===== config.mk =====
export PLATFORM = sky130hd
export DESIGN_NAME = video_board
export DESIGN_NICKNAME = d
export VERILOG_FILES = /design/src/logic/vid_pkg.sv /design/src/logic/video_timing.sv /design/src/logic/host_regs.sv /design/src/logic/pattern_layer.sv /design/src/logic/color_lut.sv /design/src/logic/video_board.sv
export VERILOG_INCLUDE_DIRS = /design/src /design/src/logic
export SDC_FILE = /design/constraint.sdc
export NUM_CORES = 1
export LEC_CHECK = 0
export BUFFER_PORTS_ARGS = -buffer_cell sky130_fd_sc_hd__buf_2
export CAP_MARGIN = 20
export CORE_MARGIN = 2
export CORE_UTILIZATION = 60
export CTS_CLUSTER_SIZE = 28
export DETAILED_ROUTE_END_ITERATION = 6
export PLACE_DENSITY = 0.86
export SLEW_MARGIN = 5
export SYNTH_ARGS = -nofsm -noshare
export SYNTH_HDL_FRONTEND = slang
export SYNTH_SLANG_ARGS = --single-unit

===== constraint.sdc =====
create_clock -name clk -period 2.8 [get_ports clk]
set_input_delay 0.7 -clock clk [delete_from_list [all_inputs] [get_ports clk]]
set_output_delay 0.7 -clock clk [all_outputs]
set_load 0.005 [all_outputs]

===== src/logic/vid_params.svh =====
`ifndef VID_PARAMS_SVH
`define VID_PARAMS_SVH

////////////////////////////////////////////////////////////
// raster geometry, in pixel clocks and lines
////////////////////////////////////////////////////////////

// horizontal, one pixel per clk
`define H_ACTIVE      16
`define H_SYNC_START  18
`define H_SYNC_END    21
`define H_TOTAL       24

// vertical, in lines
`define V_ACTIVE      8
`define V_SYNC_START  9
`define V_SYNC_END    11
`define V_TOTAL       12

////////////////////////////////////////////////////////////
// data path widths
////////////////////////////////////////////////////////////

`define POS_W         8
`define DOT_W         4
`define COMP_W        4
`define PAL_DEPTH     16

`endif


===== src/logic/vid_pkg.sv =====
`include "vid_params.svh"

package vid_pkg;

	////////////////////////////////////////////////////////////
	// host side
	////////////////////////////////////////////////////////////

	// write target select, 2 bits on the host bus
	typedef enum logic [1:0] {
		OP_SCROLL_X  = 2'd0,
		OP_SCROLL_Y  = 2'd1,
		OP_BACKCOLOR = 2'd2,
		OP_PALETTE   = 2'd3
	} host_op_e;

	// one host write, held while req is high
	typedef struct packed {
		host_op_e                  op;
		logic [`DOT_W-1:0]         addr;
		logic [3*`COMP_W-1:0]      data;
	} host_wr_t;

	// four-phase slave states
	typedef enum logic {
		HS_IDLE = 1'b0,
		HS_ACK  = 1'b1
	} hs_state_e;

	// palette port, en is a single-cycle strobe
	typedef struct packed {
		logic                      en;
		logic [`DOT_W-1:0]         idx;
		logic [3*`COMP_W-1:0]      rgb;
	} pal_wr_t;

	////////////////////////////////////////////////////////////
	// raster side
	////////////////////////////////////////////////////////////

	// beam position plus its decoded flags, all active low
	typedef struct packed {
		logic [`POS_W-1:0]         hpos;
		logic [`POS_W-1:0]         vpos;
		logic                      hsync_n;
		logic                      vsync_n;
		logic                      hblank_n;
		logic                      vblank_n;
	} beam_t;

endpackage


===== src/logic/video_timing.sv =====
`timescale 1ns/1ps

`include "vid_params.svh"

module video_timing (
	input  logic           clk,
	input  logic           rst_n,
	output vid_pkg::beam_t beam
);

	////////////////////////////////////////////////////////////
	// next position
	////////////////////////////////////////////////////////////

	logic              h_wrap;
	logic              v_wrap;
	logic [`POS_W-1:0] h_nxt;
	logic [`POS_W-1:0] v_nxt;

	always_comb begin
		// end of line / end of frame
		h_wrap = (beam.hpos == `POS_W'(`H_TOTAL - 1));
		v_wrap = (beam.vpos == `POS_W'(`V_TOTAL - 1));
		h_nxt  = h_wrap ? '0 : beam.hpos + 1'b1;
		// line counter steps only on the horizontal wrap
		if (h_wrap) begin
			v_nxt = v_wrap ? '0 : beam.vpos + 1'b1;
		end else begin
			v_nxt = beam.vpos;
		end
	end

	////////////////////////////////////////////////////////////
	// flag decode for the next position
	////////////////////////////////////////////////////////////

	logic hsync_nxt_n;
	logic vsync_nxt_n;
	logic hblank_nxt_n;
	logic vblank_nxt_n;

	always_comb begin
		// sync window is [start, end)
		hsync_nxt_n  = !((h_nxt >= `H_SYNC_START) && (h_nxt < `H_SYNC_END));
		vsync_nxt_n  = !((v_nxt >= `V_SYNC_START) && (v_nxt < `V_SYNC_END));
		// blank outside the active area
		hblank_nxt_n = (h_nxt < `H_ACTIVE);
		vblank_nxt_n = (v_nxt < `V_ACTIVE);
	end

	////////////////////////////////////////////////////////////
	// beam register
	////////////////////////////////////////////////////////////

	// counters live in the beam itself so flags always match position
	always_ff @(posedge clk or negedge rst_n) begin
		if (!rst_n) begin
			beam.hpos     <= '0;
			beam.vpos     <= '0;
			beam.hsync_n  <= 1'b1;
			beam.vsync_n  <= 1'b1;
			beam.hblank_n <= 1'b1;
			beam.vblank_n <= 1'b1;
		end else begin
			beam.hpos     <= h_nxt;
			beam.vpos     <= v_nxt;
			beam.hsync_n  <= hsync_nxt_n;
			beam.vsync_n  <= vsync_nxt_n;
			beam.hblank_n <= hblank_nxt_n;
			beam.vblank_n <= vblank_nxt_n;
		end
	end

	// counters never leave the raster
	a_hpos_range: assert property (@(posedge clk) disable iff (!rst_n)
		beam.hpos < `H_TOTAL);
	a_vpos_range: assert property (@(posedge clk) disable iff (!rst_n)
		beam.vpos < `V_TOTAL);

endmodule


===== src/logic/host_regs.sv =====
`timescale 1ns/1ps

`include "vid_params.svh"

module host_regs (
	input  logic                   clk,
	input  logic                   rst_n,
	input  logic                   host_req,
	input  vid_pkg::host_wr_t      host_cmd,
	output logic                   host_ack,
	output logic [`POS_W-1:0]      scroll_x,
	output logic [`POS_W-1:0]      scroll_y,
	output logic [`DOT_W-1:0]      back_idx,
	output vid_pkg::pal_wr_t       pal_wr
);

	vid_pkg::hs_state_e       state;
	logic                     wr_take;
	logic                     pal_en;
	logic [`DOT_W-1:0]        pal_idx;
	logic [3*`COMP_W-1:0]     pal_rgb;

	// new request seen while idle
	assign wr_take = (state == vid_pkg::HS_IDLE) && host_req;

	////////////////////////////////////////////////////////////
	// four-phase slave and register decode
	////////////////////////////////////////////////////////////

	always_ff @(posedge clk or negedge rst_n) begin
		if (!rst_n) begin
			state    <= vid_pkg::HS_IDLE;
			scroll_x <= '0;
			scroll_y <= '0;
			back_idx <= '0;
			pal_en   <= 1'b0;
		end else begin
			// palette strobe lasts one clk
			pal_en <= 1'b0;
			case (state)
				vid_pkg::HS_IDLE: begin
					if (host_req) begin
						state <= vid_pkg::HS_ACK;
						// write lands on the same edge that raises ack
						case (host_cmd.op)
							vid_pkg::OP_SCROLL_X:  scroll_x <= host_cmd.data[`POS_W-1:0];
							vid_pkg::OP_SCROLL_Y:  scroll_y <= host_cmd.data[`POS_W-1:0];
							vid_pkg::OP_BACKCOLOR: back_idx <= host_cmd.data[`DOT_W-1:0];
							vid_pkg::OP_PALETTE:   pal_en   <= 1'b1;
							default:               pal_en   <= 1'b0;
						endcase
					end
				end
				vid_pkg::HS_ACK: begin
					// hold ack until master lets go of req
					if (!host_req) begin
						state <= vid_pkg::HS_IDLE;
					end
				end
				default: state <= vid_pkg::HS_IDLE;
			endcase
		end
	end

	// palette payload, captured with the request
	always_ff @(posedge clk) begin
		if (wr_take) begin
			pal_idx <= host_cmd.addr;
			pal_rgb <= host_cmd.data;
		end
	end

	assign host_ack = (state == vid_pkg::HS_ACK);
	assign pal_wr   = '{en: pal_en, idx: pal_idx, rgb: pal_rgb};

	////////////////////////////////////////////////////////////
	// protocol checks
	////////////////////////////////////////////////////////////

	// ack only answers a request
	a_ack_after_req: assert property (@(posedge clk) disable iff (!rst_n)
		$rose(host_ack) |-> $past(host_req));
	// master keeps the command steady during the transfer
	a_cmd_stable: assert property (@(posedge clk) disable iff (!rst_n)
		(host_req && $past(host_req)) |-> $stable(host_cmd));

endmodule


===== src/logic/pattern_layer.sv =====
`timescale 1ns/1ps

`include "vid_params.svh"

module pattern_layer (
	input  logic                clk,
	input  logic                rst_n,
	input  vid_pkg::beam_t      beam,
	input  logic [`POS_W-1:0]   scroll_x,
	input  logic [`POS_W-1:0]   scroll_y,
	input  logic [`DOT_W-1:0]   back_idx,
	output logic [`DOT_W-1:0]   dot,
	output vid_pkg::beam_t      beam_d
);

	////////////////////////////////////////////////////////////
	// scrolled pattern
	////////////////////////////////////////////////////////////

	logic [`POS_W-1:0] sx;
	logic [`POS_W-1:0] sy;
	logic [`DOT_W-1:0] raw_idx;
	logic [`DOT_W-1:0] dot_nxt;

	always_comb begin
		// plain 8-bit add, wraps at 256
		sx      = beam.hpos + scroll_x;
		sy      = beam.vpos + scroll_y;
		// 4x4 checker of indices, row bits above column bits
		raw_idx = {sy[1:0], sx[1:0]};
		// index 0 is see-through, back colour shows instead
		dot_nxt = (raw_idx == '0) ? back_idx : raw_idx;
	end

	////////////////////////////////////////////////////////////
	// output stage
	////////////////////////////////////////////////////////////

	// beam travels with its dot so the next stage stays aligned
	always_ff @(posedge clk or negedge rst_n) begin
		if (!rst_n) begin
			dot             <= '0;
			beam_d.hpos     <= '0;
			beam_d.vpos     <= '0;
			beam_d.hsync_n  <= 1'b1;
			beam_d.vsync_n  <= 1'b1;
			beam_d.hblank_n <= 1'b1;
			beam_d.vblank_n <= 1'b1;
		end else begin
			dot    <= dot_nxt;
			beam_d <= beam;
		end
	end

endmodule


===== src/logic/color_lut.sv =====
`timescale 1ns/1ps

`include "vid_params.svh"

module color_lut (
	input  logic                 clk,
	input  logic                 rst_n,
	input  logic [`DOT_W-1:0]    dot,
	input  vid_pkg::beam_t       beam_d,
	input  vid_pkg::pal_wr_t     pal_wr,
	output logic [`COMP_W-1:0]   red,
	output logic [`COMP_W-1:0]   green,
	output logic [`COMP_W-1:0]   blue,
	output logic                 hsync_n,
	output logic                 vsync_n,
	output logic                 hblank_n,
	output logic                 vblank_n
);

	////////////////////////////////////////////////////////////
	// palette, 16 x 12-bit rgb
	////////////////////////////////////////////////////////////

	logic [3*`COMP_W-1:0] pal_mem [`PAL_DEPTH];

	// cleared at reset, host writes one entry per strobe
	always_ff @(posedge clk or negedge rst_n) begin
		if (!rst_n) begin
			for (int i = 0; i < `PAL_DEPTH; i++) begin
				pal_mem[i] <= '0;
			end
		end else if (pal_wr.en) begin
			pal_mem[pal_wr.idx] <= pal_wr.rgb;
		end
	end

	////////////////////////////////////////////////////////////
	// lookup and blanking
	////////////////////////////////////////////////////////////

	logic                 blank;
	logic [3*`COMP_W-1:0] rgb_nxt;

	always_comb begin
		blank   = !beam_d.hblank_n || !beam_d.vblank_n;
		// black outside the active area
		rgb_nxt = blank ? '0 : pal_mem[dot];
	end

	// colour and flags leave on the same edge
	always_ff @(posedge clk or negedge rst_n) begin
		if (!rst_n) begin
			{red, green, blue} <= '0;
			hsync_n            <= 1'b1;
			vsync_n            <= 1'b1;
			hblank_n           <= 1'b1;
			vblank_n           <= 1'b1;
		end else begin
			red      <= rgb_nxt[3*`COMP_W-1:2*`COMP_W];
			green    <= rgb_nxt[2*`COMP_W-1:`COMP_W];
			blue     <= rgb_nxt[`COMP_W-1:0];
			hsync_n  <= beam_d.hsync_n;
			vsync_n  <= beam_d.vsync_n;
			hblank_n <= beam_d.hblank_n;
			vblank_n <= beam_d.vblank_n;
		end
	end

	// no colour leaks into blanking
	a_blank_black: assert property (@(posedge clk) disable iff (!rst_n)
		(!hblank_n || !vblank_n) |-> ({red, green, blue} == '0));

endmodule


===== src/logic/video_board.sv =====
`timescale 1ns/1ps

`include "vid_params.svh"

module video_board (
	input  logic                 clk,
	input  logic                 rst_n,
	input  logic                 host_req,
	input  vid_pkg::host_wr_t    host_cmd,
	output logic                 host_ack,
	output logic [`COMP_W-1:0]   red,
	output logic [`COMP_W-1:0]   green,
	output logic [`COMP_W-1:0]   blue,
	output logic                 hsync_n,
	output logic                 vsync_n,
	output logic                 hblank_n,
	output logic                 vblank_n
);

	////////////////////////////////////////////////////////////
	// internal nets
	////////////////////////////////////////////////////////////

	vid_pkg::beam_t      beam;
	vid_pkg::beam_t      beam_d;
	vid_pkg::pal_wr_t    pal_wr;
	logic [`POS_W-1:0]   scroll_x;
	logic [`POS_W-1:0]   scroll_y;
	logic [`DOT_W-1:0]   back_idx;
	logic [`DOT_W-1:0]   dot;

	// raster counters
	video_timing u_timing (.clk(clk), .rst_n(rst_n), .beam(beam));

	// host writes, scroll and palette
	host_regs u_regs (.clk(clk), .rst_n(rst_n), .host_req(host_req), .host_cmd(host_cmd),
		.host_ack(host_ack), .scroll_x(scroll_x), .scroll_y(scroll_y),
		.back_idx(back_idx), .pal_wr(pal_wr));

	// scrolled pattern, +1 clk
	pattern_layer u_layer (.clk(clk), .rst_n(rst_n), .beam(beam), .scroll_x(scroll_x),
		.scroll_y(scroll_y), .back_idx(back_idx), .dot(dot), .beam_d(beam_d));

	// palette lookup, +1 clk
	color_lut u_lut (.clk(clk), .rst_n(rst_n), .dot(dot), .beam_d(beam_d), .pal_wr(pal_wr),
		.red(red), .green(green), .blue(blue), .hsync_n(hsync_n), .vsync_n(vsync_n),
		.hblank_n(hblank_n), .vblank_n(vblank_n));

endmodule


== Word level (Yosys, flattened, before mapping) ==
Index checks and enable logic that the tools add are counted.
Storage, ports and cells
  flip-flop bits (word level): 262
Cells by class
  add/subtract/negate cells: 4
  order comparisons: 9
  equal/unequal tests: 5
  multiplexer cells: 15
  bitwise logic cells: 3
  reduce and logical (&&, ||, !) cells: 14
Operators with widths (count)
  192-bit bitwise mux: 1
  12-bit binary-select mux with 4-bit select: 1
  12-bit demux with 4-bit select: 1
  12-bit two-way mux: 4
  8-bit two-way mux: 3
  8-bit by 1-bit adder with 8-bit output (second input constant): 2
  8-bit by 4-bit less-than comparator with 1-bit output (second input constant): 2
  8-bit by 5-bit less-than comparator with 1-bit output (second input constant): 2
  5-bit greater-or-equal comparator (second input constant): 2
  4-bit NOT with 5-bit output: 2
  3-bit AND reduction: 3
  8-bit by 4-bit == test with 1-bit output (second input constant): 1
  8-bit by 5-bit == test with 1-bit output (second input constant): 1
  8-bit by 4-bit greater-or-equal comparator with 1-bit output (second input constant): 1
  8-bit by 5-bit greater-or-equal comparator with 1-bit output (second input constant): 1
  5-bit by 1-bit less-than comparator with 1-bit output (second input constant): 1
  2-bit adder: 2
  2-bit == test (second input constant): 2
  1-bit logical AND: 4
  1-bit zero test: 4
  4-bit zero test: 1
  1-bit two-way mux: 4
  4-bit two-way mux: 1
  2-bit by 1-bit == test with 1-bit output (second input constant): 1
  3 further kinds: 3

== Logic depth before layout (Yosys ltp) ==
Gate-level depths: netlist (run 1).
  depth in word-level cells: 6
  mapped depth: 7

== Hierarchy ==
A second synthesis (run 1) with hierarchy kept.
Unflattened totals
  cells, all modules: 848
  area total of the unflattened synthesis: 12453.2 µm²
Modules (own cells, without submodules)
  color_lut: instances 1, cells an instance 647, area an instance 9334.0 µm², seq. area each 5210.0 µm²
  host_regs: instances 1, cells an instance 65, area an instance 1336.3 µm², seq. area each 1031.0 µm²
  video_timing: instances 1, cells an instance 96, area an instance 1019.7 µm², seq. area each 505.5 µm²
  pattern_layer: instances 1, cells an instance 40, area an instance 763.2 µm², seq. area each 605.6 µm²

== Worst setup path after synthesis (run 1) ==
OpenSTA, ideal clock, no wires.
  kind: register -> register
  start point: register u_timing.beam[17] (netlist name)
  end point: register u_timing.beam[2] (netlist name)
  arrival time: 2299 ps
  required time: 2706 ps
  setup slack: 407 ps
  stages on the path, launching flop included: 7
  cells stage by stage: dfrtp_1 or3_1 buf_2 nor4_1 xor2_1 or4_1 or4b_1
Between the ends
  cells in the longest elaborated chain, start to end: 5
  elaborated cells between the ends (all ways): 6
  those cells by class: order compare (2); eq/ne (1); mux (1); reduce/logical (2)
RTL lines
  8-bit by 5-bit == test with 1-bit output *: RTL line video_timing.sv:22  | h_wrap = (beam.hpos == `POS_W'(`H_TOTAL - 1));
  8-bit two-way mux *: RTL line video_timing.sv:26  | if (h_wrap) begin
  via u_timing.v_nxt[6]: RTL line video_timing.sv:18  | logic [`POS_W-1:0] v_nxt;
  8-bit by 4-bit greater-or-equal comparator with 1-bit output (no source line) / 8-bit by 4-bit less-than comparator with 1-bit output (equally long branches)
  1-bit logical AND *: RTL line video_timing.sv:45  | vsync_nxt_n = !((v_nxt >= `V_SYNC_START) && (v_nxt < `V_SYNC_END));
  1-bit zero test *: RTL line video_timing.sv:45
  via u_timing.vsync_nxt_n: RTL line video_timing.sv:38  | logic vsync_nxt_n;
The timed path passes the listed nets; every way through them passes the cells marked *.
A chain may end at the register's enable or synchronous reset.

== Final worst setup path (run 1) ==
  start point: register u_timing.beam[17] (netlist name)
  end point: register u_timing.beam[2] (netlist name)
Between the ends
  cells in the longest elaborated chain, start to end: 5
  elaborated cells between the ends (all ways): 6
  those cells by class: order compare (2); eq/ne (1); mux (1); reduce/logical (2)
RTL lines (RTL line)
  8-bit by 5-bit == test with 1-bit output *: video_timing.sv:22
  8-bit two-way mux *: video_timing.sv:26
  via u_timing.v_nxt[6]: video_timing.sv:18
  8-bit by 4-bit greater-or-equal comparator with 1-bit output (no source line) / 8-bit by 4-bit less-than comparator with 1-bit output (equally long branches)
  1-bit logical AND *: video_timing.sv:45
  1-bit zero test *: video_timing.sv:45
  via u_timing.vsync_nxt_n: video_timing.sv:38
Marked as above.

==> flow_summary.ini, run 1 <==
[yosys]
synth_warnings = 0
ys_seq_area_share_pct = 59.3
ys_types = 39
postSynthAreaPerCell_um2 = 16.3
synth_top_area_share_pct = 52.2
synth_area_leaders = dfrtp_1 (52%), mux2_2 (20%), mux4_2 (12%)
synth_top_area_cell = dfrtp_1
async_flop_share_pct = 93.9
syn_inst = 688
synth_nets = 713
synth.ff_latch_count = 262
synthFlopType = dfrtp_1
synth-edff-count = 16
synthesis.area_mm2 = 0.0112

[setup_path]
r2r_cells = 5
path_delay_family = simple AND/OR/NAND/NOR gates
cp_slowest_cell = or4_1
cp.depth = 5
cp.arrival_ns = 3.05
startpoint_type = register
crit_buf_inv = 0
critPathKind = register to register
crit_required_ns = 3.25
cp-end-kind = register
cp-startpoint = u_timing.beam[17]
cp_cell_sequence = or3_1, nor4_1, xor2_1, or4_1, or4b_1
crit_end = u_timing.beam[2]
critPathMaxStageDelay_ns = 0.56
crit_path_max_fanout = 7
rr_endpoint = u_timing.beam[2]
r2r-start = u_timing.beam[17]
r2r_setup_slack_ns = 0.20

[timing]
finalHoldViolations = 0
fin_skew_ns = 0.0195
min_period_over_period_pct = 92.8
slew_violations = 0
fmax_ghz = 0.385
fin_setup_tns_ns = 0
rsz0062_at_grt = false
worstMarginPinSlew_ns = 0.901
fin_crit_ns = 2.60
maxSlewHeadroom_pct = 39.9
setup_viol = 0

[global_route]
grt_pass1_vias = 6960
grt_util_all_layers_pct = 25.6
grt_pass1_wl_mm = 39.0
overflow = 0
grt_max_degree = 81
antenna_found_initial = 0

[place]
gp_congestion = 0.791
port_buffers = 37
dp_hpwl_mm = 14.5

[power]
irDropWorstVdd_mv = 0.614
power_per_cell_area_mw_per_mm2 = 698
p_leak_uw = 0.00600

[cts]
insertion_delay_ns = 0.54
htree_levels = 1
clk_pin_slew_ns = 0.06
numCtsBuffers = 27
clock-root-buffer = clkbuf_16
cts_resized = 0
cts.sinks = 262
postCtsSetupBuffers = 0
cts_tree = built
clockBufferDepth = 3
ctsHoldBuffers = 0

[run]
drv_cap = 0

[cells_and_area]
fillers = 1137
fin_util_pct = 69.4
fin_nets = 757
layout-drive-gt1-share_pct = 50.5
regArea_mm2 = 0.00665
n_antenna_cell = 0
multi_input_area_mm2 = 0.00437
syn_to_final_growth_pct = 12.4

[route]
dr.pass1.iters = 5
wl_mm = 24.1
via_per_inst = 6.40
initialDrtViolationCount = 364
vias = 6286
wl_per_cell_um = 24.5
drc = 0
antenna_left = 0

[status]
status = finished clean

[die]
io-pin-count = 38
die_y_um = 141
initial_utilization_pct = 61.8
rows = 49
core_mm2 = 0.0181
die-area_mm2 = 0.0198
die_w_um = 141

[min_path]
hold_class = primary input to async pin
[cells in the mapped netlist (3+ instances only)]
library cell	instances
and3_1	15
dfstp_2	12
nor2_1	24
dfrtp_1	234
nand2_1	6
a21o_1	6
nor3_1	4
clkbuf_1	35
buf_2	4
o21ai_0	3
nand3b_1	5
edfxtp_1	16
mux4_2	60
or3_1	5
mux2_2	201
ha_1	4
buf_1	6
nor3b_1	3
nor4_1	4
xnor2_1	5
xor2_1	8
nand3_1	7
[cell type report]
| cell class | count | share of cell area [%] |
|---|---|---|
| well taps | 229 | 2.27 |
| inverters | 2 | 0.0596 |
| flip-flops and latches | 262 | 52.8 |
| repair buffers | 61 | 3.38 |
| multi-input cells | 378 | 34.7 |
| clock inverters | 11 | 0.914 |
| clock buffers | 39 | 5.88 |
[per-stage QoR]
stage / setup WS [ns] / area [um2] / cells / total power [uW] / hold slack [ns]
after floorplan: 0.407 / 11200 / 688 / 5050 / 0.345
after global placement: 0.359 / 11700 / 932 / 5340 / 0.346
after detailed placement: 0.267 / 11700 / 932 / 5410 / 0.347
after CTS: 0.231 / 12600 / 982 / 8860 / 0.180
after global routing: 0.0774 / 12600 / 982 / 9130 / 0.192
final: 0.202 / 12600 / 982 / 8800 / 0.156
[sequential cells by signal, indices dropped and copies added, names as in the netlist]
name,flops
u_regs.scroll_x,2
u_regs.host_ack,1
u_lut.vblank_n,1
u_regs.pal_en,1
u_lut.red,4
u_lut.hblank_n,1
u_regs.pal_idx,4
u_regs.scroll_y,2
u_lut.green,4
u_layer.dot,4
u_lut.hsync_n,1
u_lut.vsync_n,1
u_lut.blue,4
u_lut.pal_mem,192
u_timing.beam,20
u_regs.pal_rgb,12
u_regs.back_idx,4
u_layer.beam_d,4
[worst min path at each step]
stage / endpoint / slack [ns] / depth (start not counted)
global route: u_lut.pal_mem[188] / 0.19 / 1
CTS: u_lut.pal_mem[188] / 0.18 / 1
finish: u_lut.pal_mem[188] / 0.16 / 1
floorplan: u_layer.beam_d[0] / 0.35 / 0
global placement: u_layer.beam_d[0] / 0.35 / 0
detailed placement: u_layer.beam_d[3] / 0.35 / 0
[report_power, final]
group / internal [uW] / leakage (uW) / switching (uW)
sequential: 4080 / 0.00344 / 190
clock: 2030 / 0.000425 / 1440
combinational: 599 / 0.00214 / 461
total: 6710 / 0.00600 / 2090
[cells by family (layout without fill, tap and decap cells)]
kind of cell	count (synthesis)	after routing	share of synthesized area (%)
xor gates and xnor gates	13	13	1.02
buffers and inverters	48	113	1.72
muxes	261	261	32.3
and+or+nand+nor	85	85	4.33
adders and majority gates	4	4	0.447
DFF	262	262	59.3
AOI/OAI and AO/OA	15	15	0.893
[cell usage in the layout, fill, tap and decap left out, types with 2 or more instances in the layout]
cell type	count
clkinv_2	7
o21ai_0	3
dfrtp_1	232
buf_4	20
dfstp_2	12
clkbuf_8	2
xor2_1	8
nor3b_1	3
and3_1	15
nand3b_1	5
nor2_1	24
inv_1	2
clkbuf_16	27
a21o_1	6
buf_12	4
nor3_1	4
nand2_1	6
a21oi_1	2
buf_2	36
nand2b_1	2
clkbuf_1	10
bufinv_16	2
nand3_1	7
mux2_2	201
edfxtp_1	16
mux4_2	60
nor4_1	4
ha_1	4
or3_1	5
xnor2_1	5
dfrtp_2	2
[worst register-to-register path: cells and delay by family, from the launching register on]
family | cells | cell delay (ns)
flip-flops | 1 | 0.40
AND/OR/NAND/NOR | 4 | 1.97
XOR/XNOR | 1 | 0.15
[layer usage]
layer	wire length (um)	up-vias	global-route usage [%]
met5	0	-	0
met4	602	0	6.84
met3	1200	57	3.80
met2	12100	206	43.6
met1	10100	3368	35.3
li1	-	2655	-
No activity file was read; power rests on OpenSTA's default activity.
==> run 2, diff against run 1 <==
--- a/config.mk
+++ b/config.mk
@@ -9,10 +9,11 @@
 export BUFFER_PORTS_ARGS = -buffer_cell sky130_fd_sc_hd__buf_2
 export CAP_MARGIN = 20
 export CORE_MARGIN = 2
-export CORE_UTILIZATION = 60
+export CORE_UTILIZATION = 62
 export CTS_CLUSTER_SIZE = 28
 export DETAILED_ROUTE_END_ITERATION = 6
-export PLACE_DENSITY = 0.86
+export PLACE_DENSITY = 0.89
+export SKIP_LAST_GASP = 1
 export SLEW_MARGIN = 5
 export SYNTH_ARGS = -nofsm -noshare
 export SYNTH_HDL_FRONTEND = slang
==> constraint.sdc (replaced) <==
create_clock -name clk -period 2.4 [get_ports clk]
set_input_delay 0.6 -clock clk [delete_from_list [all_inputs] [get_ports clk]]
set_output_delay 0.6 -clock clk [all_outputs]
set_load 0.005 [all_outputs]
==> run 2 against run 1 <==
Net effect: the flow now finishes with violations (negative hold slack); cell count up 1.8%; non-clock buffer count up 23; maximum frequency up 13%; final area up 1.5%; register-to-register slack worse by 0.11 ns; utilization up 2.3 points; setup slack worse by 0.11 ns; critical path type unchanged; largest power group unchanged; highest routed layer unchanged.
==> flow_summary.ini, run 2 (synthesized netlist as in run 1, its figures left out) <==
[setup_path]
r2r-start = u_timing.beam[18]
cp.arrival_ns = 2.73
critPathKind = register to register
r2r_cells = 5
startpoint_type = register
crit_path_max_fanout = 7
cp-startpoint = u_timing.beam[18]
crit_required_ns = 2.83
cp-end-kind = register

[die]
initial_utilization_pct = 62.8
die-area_mm2 = 0.0192
core_mm2 = 0.0178
rows = 49
die_y_um = 138
io-pin-count = 38
die_w_um = 138

[route]
dr.pass1.iters = 4
wl_mm = 23.9
via_per_inst = 6.31
drc = 0
initialDrtViolationCount = 463
vias = 6311
antenna_left = 0
wl_per_cell_um = 23.9

[global_route]
grt_max_degree = 62
overflow = 0
grt_util_all_layers_pct = 25.6
grt_pass1_vias = 6860
antenna_found_initial = 0
grt_pass1_wl_mm = 38.3

[timing]
min_period_over_period_pct = 96.0
setup_viol = 0
worstMarginPinSlew_ns = 0.751
worst_slack_ns = 0.0965
fmax_ghz = 0.434
holdWs_ns = -0.0115
fin_crit_ns = 2.30
fin_skew_ns = 0.0110
maxSlewHeadroom_pct = 49.9
slew_violations = 0
finalHoldViolations = 6

[cells_and_area]
final_common_cell = dfrtp_1
final_cell_mix = dfrtp_1 (232), mux2_2 (201), mux4_2 (60), buf_4 (42), buf_2 (36)
fin_nets = 778
layout-drive-gt1-share_pct = 52.7
fillers = 1055
reg_top3 = u_lut.pal_mem x192, u_timing.beam x20, u_regs.pal_rgb x12
regMostFlops = u_lut.pal_mem
syn_to_final_growth_pct = 14.1
n_antenna_cell = 0
largest_reg_flops = 192

[cts]
clockBufferDepth = 3
cts_tree = built
clock-root-buffer = clkbuf_16
htree_levels = 1
insertion_delay_ns = 0.52
numCtsBuffers = 25
cts.sinks = 262
clk_pin_slew_ns = 0.07
ctsHoldBuffers = 0

[power]
p_leak_uw = 0.00610
power_per_cell_area_mw_per_mm2 = 788
irDropWorstVdd_mv = 0.638

[place]
dp_hpwl_mm = 15.4
gp_congestion = 0.878
port_buffers = 37
place_ws_ns = -0.158

[status]
violations = negative hold slack
status = complete, but fails checks

[run]
drv_cap = 0

[min_path]
hold_class = primary input to async pin
==> run 2: cell count changes in the layout (fill, tap and decap cells not counted), moves of 2 or more <==
cell | previous run | this run
clkbuf_1 | 10 | 8
clkinv_2 | 7 | 4
clkbuf_8 | 2 | 4
nor4_4 | 0 | 2
nor4_1 | 4 | 1
buf_4 | 20 | 42
==> run 2: timing repair <==
item | in CTS | in global routing
gates cloned | 0 | 0
pin swaps | 0 | 3
buffers inserted | 0 | 1
gates resized for setup | 4 | 5
endpoints found under the hold margin | 0 | 0
endpoints found under the setup margin | 1 | 1
==> run 2: critical path, cell delays in order, from the launching register on <==
cell     delay (ns)
dfrtp_1        0.38
or3_4          0.46
nor3_2         0.21
xor2_1         0.10
or4_1          0.55
or4b_1         0.51
==> run 2: final timing paths <==
check                                           to  slack, ns
worst min-delay path            u_lut.pal_mem[145]      -0.01
worst max-delay path              u_timing.beam[2]        0.1
worst min register to register       u_lut.hsync_n       0.36
min in group clk                   u_regs.host_ack       0.20
max in group asynchronous       u_lut.pal_mem[130]       1.70
worst max register to register    u_timing.beam[2]        0.1
==> run 2: routing by layer <==
layer / global-route usage [%] / vias to the layer above / wire, um
met5: 0 / - / 0
met3: 4.54 / 68 / 1290
met2: 42.5 / 215 / 12200
met4: 10.0 / 0 / 834
met1: 34.4 / 3350 / 9510
li1: - / 2678 / -
==> run 2: power breakdown <==
part | internal, uW | leakage (uW) | switching (uW) | total (uW)
combinational | 712 | 0.00227 | 564 | 1280
clock | 2220 | 0.000393 | 1610 | 3830
sequential | 4760 | 0.00344 | 207 | 4960
total | 7690 | 0.00610 | 2380 | 10100
==> run 2: layout make-up <==
cell class / instances / area (um2) / area share (%)
flip-flops and latches: 262 / 6650 / 52.0
multi-input cells: 378 / 4420 / 34.6
clock buffers: 38 / 736 / 5.75
repair buffers: 84 / 611 / 4.78
well taps: 229 / 287 / 2.24
clock inverters: 7 / 66.3 / 0.519
inverters: 2 / 7.51 / 0.0587
==> run 2: through the flow <==
step                      utilization (%)  power, uW  setup TNS [ns]  area [um2]  cells
after detailed placement             66.8       6320          -0.158       11900    954
after global placement               66.8       6250         -0.0313       11900    954
after floorplan                         -       5890               0       11200    688
final                                71.7      10100               0       12800   1000
after CTS                            71.4      10100               0       12700    999
after global routing                 71.7      10400         -0.0124       12800   1000
==> run 3, diff against run 2 <==
--- a/config.mk
+++ b/config.mk
@@ -8,11 +8,10 @@
 export LEC_CHECK = 0
 export BUFFER_PORTS_ARGS = -buffer_cell sky130_fd_sc_hd__buf_2
 export CAP_MARGIN = 20
-export CORE_MARGIN = 2
 export CORE_UTILIZATION = 62
 export CTS_CLUSTER_SIZE = 28
 export DETAILED_ROUTE_END_ITERATION = 6
-export PLACE_DENSITY = 0.89
+export PLACE_DENSITY = 0.82
 export SKIP_LAST_GASP = 1
 export SLEW_MARGIN = 5
 export SYNTH_ARGS = -nofsm -noshare
==> run 3 against run 2 <==
Net effect: highest routed layer unchanged; sequential share of layout area down 0.31 points; final area grew 0.60%; clock power up 8.4%; largest power group unchanged; register-to-register slack worse by 0.04 ns; largest cell class unchanged; setup slack got worse by 0.043 ns; the run now ends clean; die area decreased by 2.9%; non-clock buffer count is 6 lower; cell count fell by 0.60%; routed wire length is 0.52% higher; combinational power about the same; critical path type unchanged.
==> flow_summary.ini, run 3 (synthesized netlist as in run 1, its figures left out) <==
[status]
status = finished clean

[setup_path]
rr_endpoint = u_timing.beam[2]
crit_path_max_fanout = 7
cp_slowest_cell = or4_4
critPathMaxStageDelay_ns = 0.54
crit_required_ns = 2.85
cp.arrival_ns = 2.79
cp-end-kind = register
cp_cell_sequence = or3_4, nor3_2, xor2_1, or4_4, or4b_1
r2r-start = u_timing.beam[18]
startpoint_type = register
critPathKind = register to register
path_delay_family = simple AND/OR/NAND/NOR gates
r2r_cells = 5
crit_buf_inv = 0
r2r_setup_slack_ns = 0.05

[cells_and_area]
final_cell_mix = dfrtp_1 (232), mux2_2 (201), mux4_2 (60), buf_2 (36), buf_4 (35)
syn_to_final_growth_pct = 14.7
n_antenna_cell = 0
layout-drive-gt1-share_pct = 52.9
largest_reg_flops = 192
final_area_mm2 = 0.0129
final_common_cell = dfrtp_1
fin_nets = 774
reg_top3 = u_lut.pal_mem x192, u_timing.beam x20, u_regs.pal_rgb x12
fin_util_pct = 73.6
regMostFlops = u_lut.pal_mem

[timing]
fin_skew_ns = 0.0230
finalHoldViolations = 0
setup_viol = 0
min_period_over_period_pct = 97.8
worstMarginPinSlew_ns = 0.846
fin_crit_ns = 2.35
fmax_ghz = 0.426
slew_violations = 0
maxSlewHeadroom_pct = 43.6

[die]
die_y_um = 136
rows = 48
core_mm2 = 0.0175
initial_utilization_pct = 64.1
io-pin-count = 38
die-area_mm2 = 0.0186
die_w_um = 136

[place]
gp_congestion = 0.844
dp_hpwl_mm = 14.6
place_area_mm2 = 0.0119
port_buffers = 37

[min_path]
hold_class = primary input to async pin

[global_route]
overflow = 0
grt_pass1_wl_mm = 38.1
grt_max_degree = 69
grt_util_all_layers_pct = 27.9
antenna_found_initial = 0
grt_pass1_vias = 6789

[cts]
clk_pin_slew_ns = 0.06
cts.sinks = 262
ctsHoldBuffers = 0
clock-root-buffer = clkbuf_16
clockBufferDepth = 3
numCtsBuffers = 27
htree_levels = 1
cts_tree = built
insertion_delay_ns = 0.54

[route]
dr.pass1.iters = 4
vias = 6350
wl_mm = 24.0
drc = 0
initialDrtViolationCount = 471
via_per_inst = 6.39
antenna_left = 0
wl_per_cell_um = 24.1

[power]
p_leak_uw = 0.00613
irDropWorstVdd_mv = 0.733
power_per_cell_area_mw_per_mm2 = 808

[run]
drv_cap = 0
-- run 3: changes by cell type in the layout (fill, tap and decap cells not counted), sizes merged --
cell,change
buf,-6
clkbuf,+6
clkinv,-1
clkinvlp,-1
-- run 3: where the power goes --
part | switching (uW) | internal (uW)
Clock | 1640 | 2510
Sequential | 188 | 4760
Combinational | 566 | 720
Total | 2400 | 7990
-- run 3: worst max-delay path by stage --
stage                                  from                to  slack, ns  cells after the start
final                     u_timing.beam[18]  u_timing.beam[2]       0.05                      5
after global routing      u_timing.beam[18]  u_timing.beam[2]      -0.02                      5
after CTS                 u_timing.beam[17]  u_timing.beam[2]       0.01                      5
after detailed placement  u_timing.beam[17]  u_timing.beam[2]      -0.11                      5
after global placement    u_timing.beam[17]  u_timing.beam[2]     -0.009                      5
after floorplan           u_timing.beam[17]  u_timing.beam[2]      0.007                      6
-- run 3: area by class of cell --
type	count	area (um2)
timing repair buffer	78	578
fill	1048	4620
inverter	2	7.51
multi-input combinational	378	4440
clock buffer	44	850
clock inverter	5	53.8
tap	225	282
sequential	262	6650
-- run 3: repair_timing --
| action | CTS | global route |
|---|---|---|
| cloned | 0 | 0 |
| setup buffers | 0 | 1 |
| pin swaps | 0 | 6 |
| gates resized for setup | 4 | 7 |
| setup endpoints to repair | 1 | 1 |
-- run 3: per-stage QoR --
| step | std cells | TNS (ns) | hold slack [ns] | setup slack (ns) | total power, uW |
|---|---|---|---|---|---|
| after global placement | 944 | -0.00877 | 0.346 | -0.00877 | 6260 |
| after detailed placement | 944 | -0.111 | 0.347 | -0.111 | 6320 |
| after CTS | 993 | 0 | 0.0385 | 0.0137 | 10500 |
| after floorplan | 688 | 0 | 0.304 | 0.00663 | 5890 |
| after global routing | 994 | -0.0203 | 0.0648 | -0.0203 | 10800 |
| final | 994 | 0 | 0.0317 | 0.0537 | 10400 |
-- run 3: routing by layer --
| layer | up-vias | global-route usage (%) | wire length [um] |
|---|---|---|---|
| met5 | - | 0 | 0 |
| li1 | 2682 | - | - |
| met4 | 0 | 9.63 | 711 |
| met2 | 185 | 45.3 | 12000 |
| met1 | 3423 | 39.3 | 10300 |
| met3 | 60 | 3.69 | 992 |
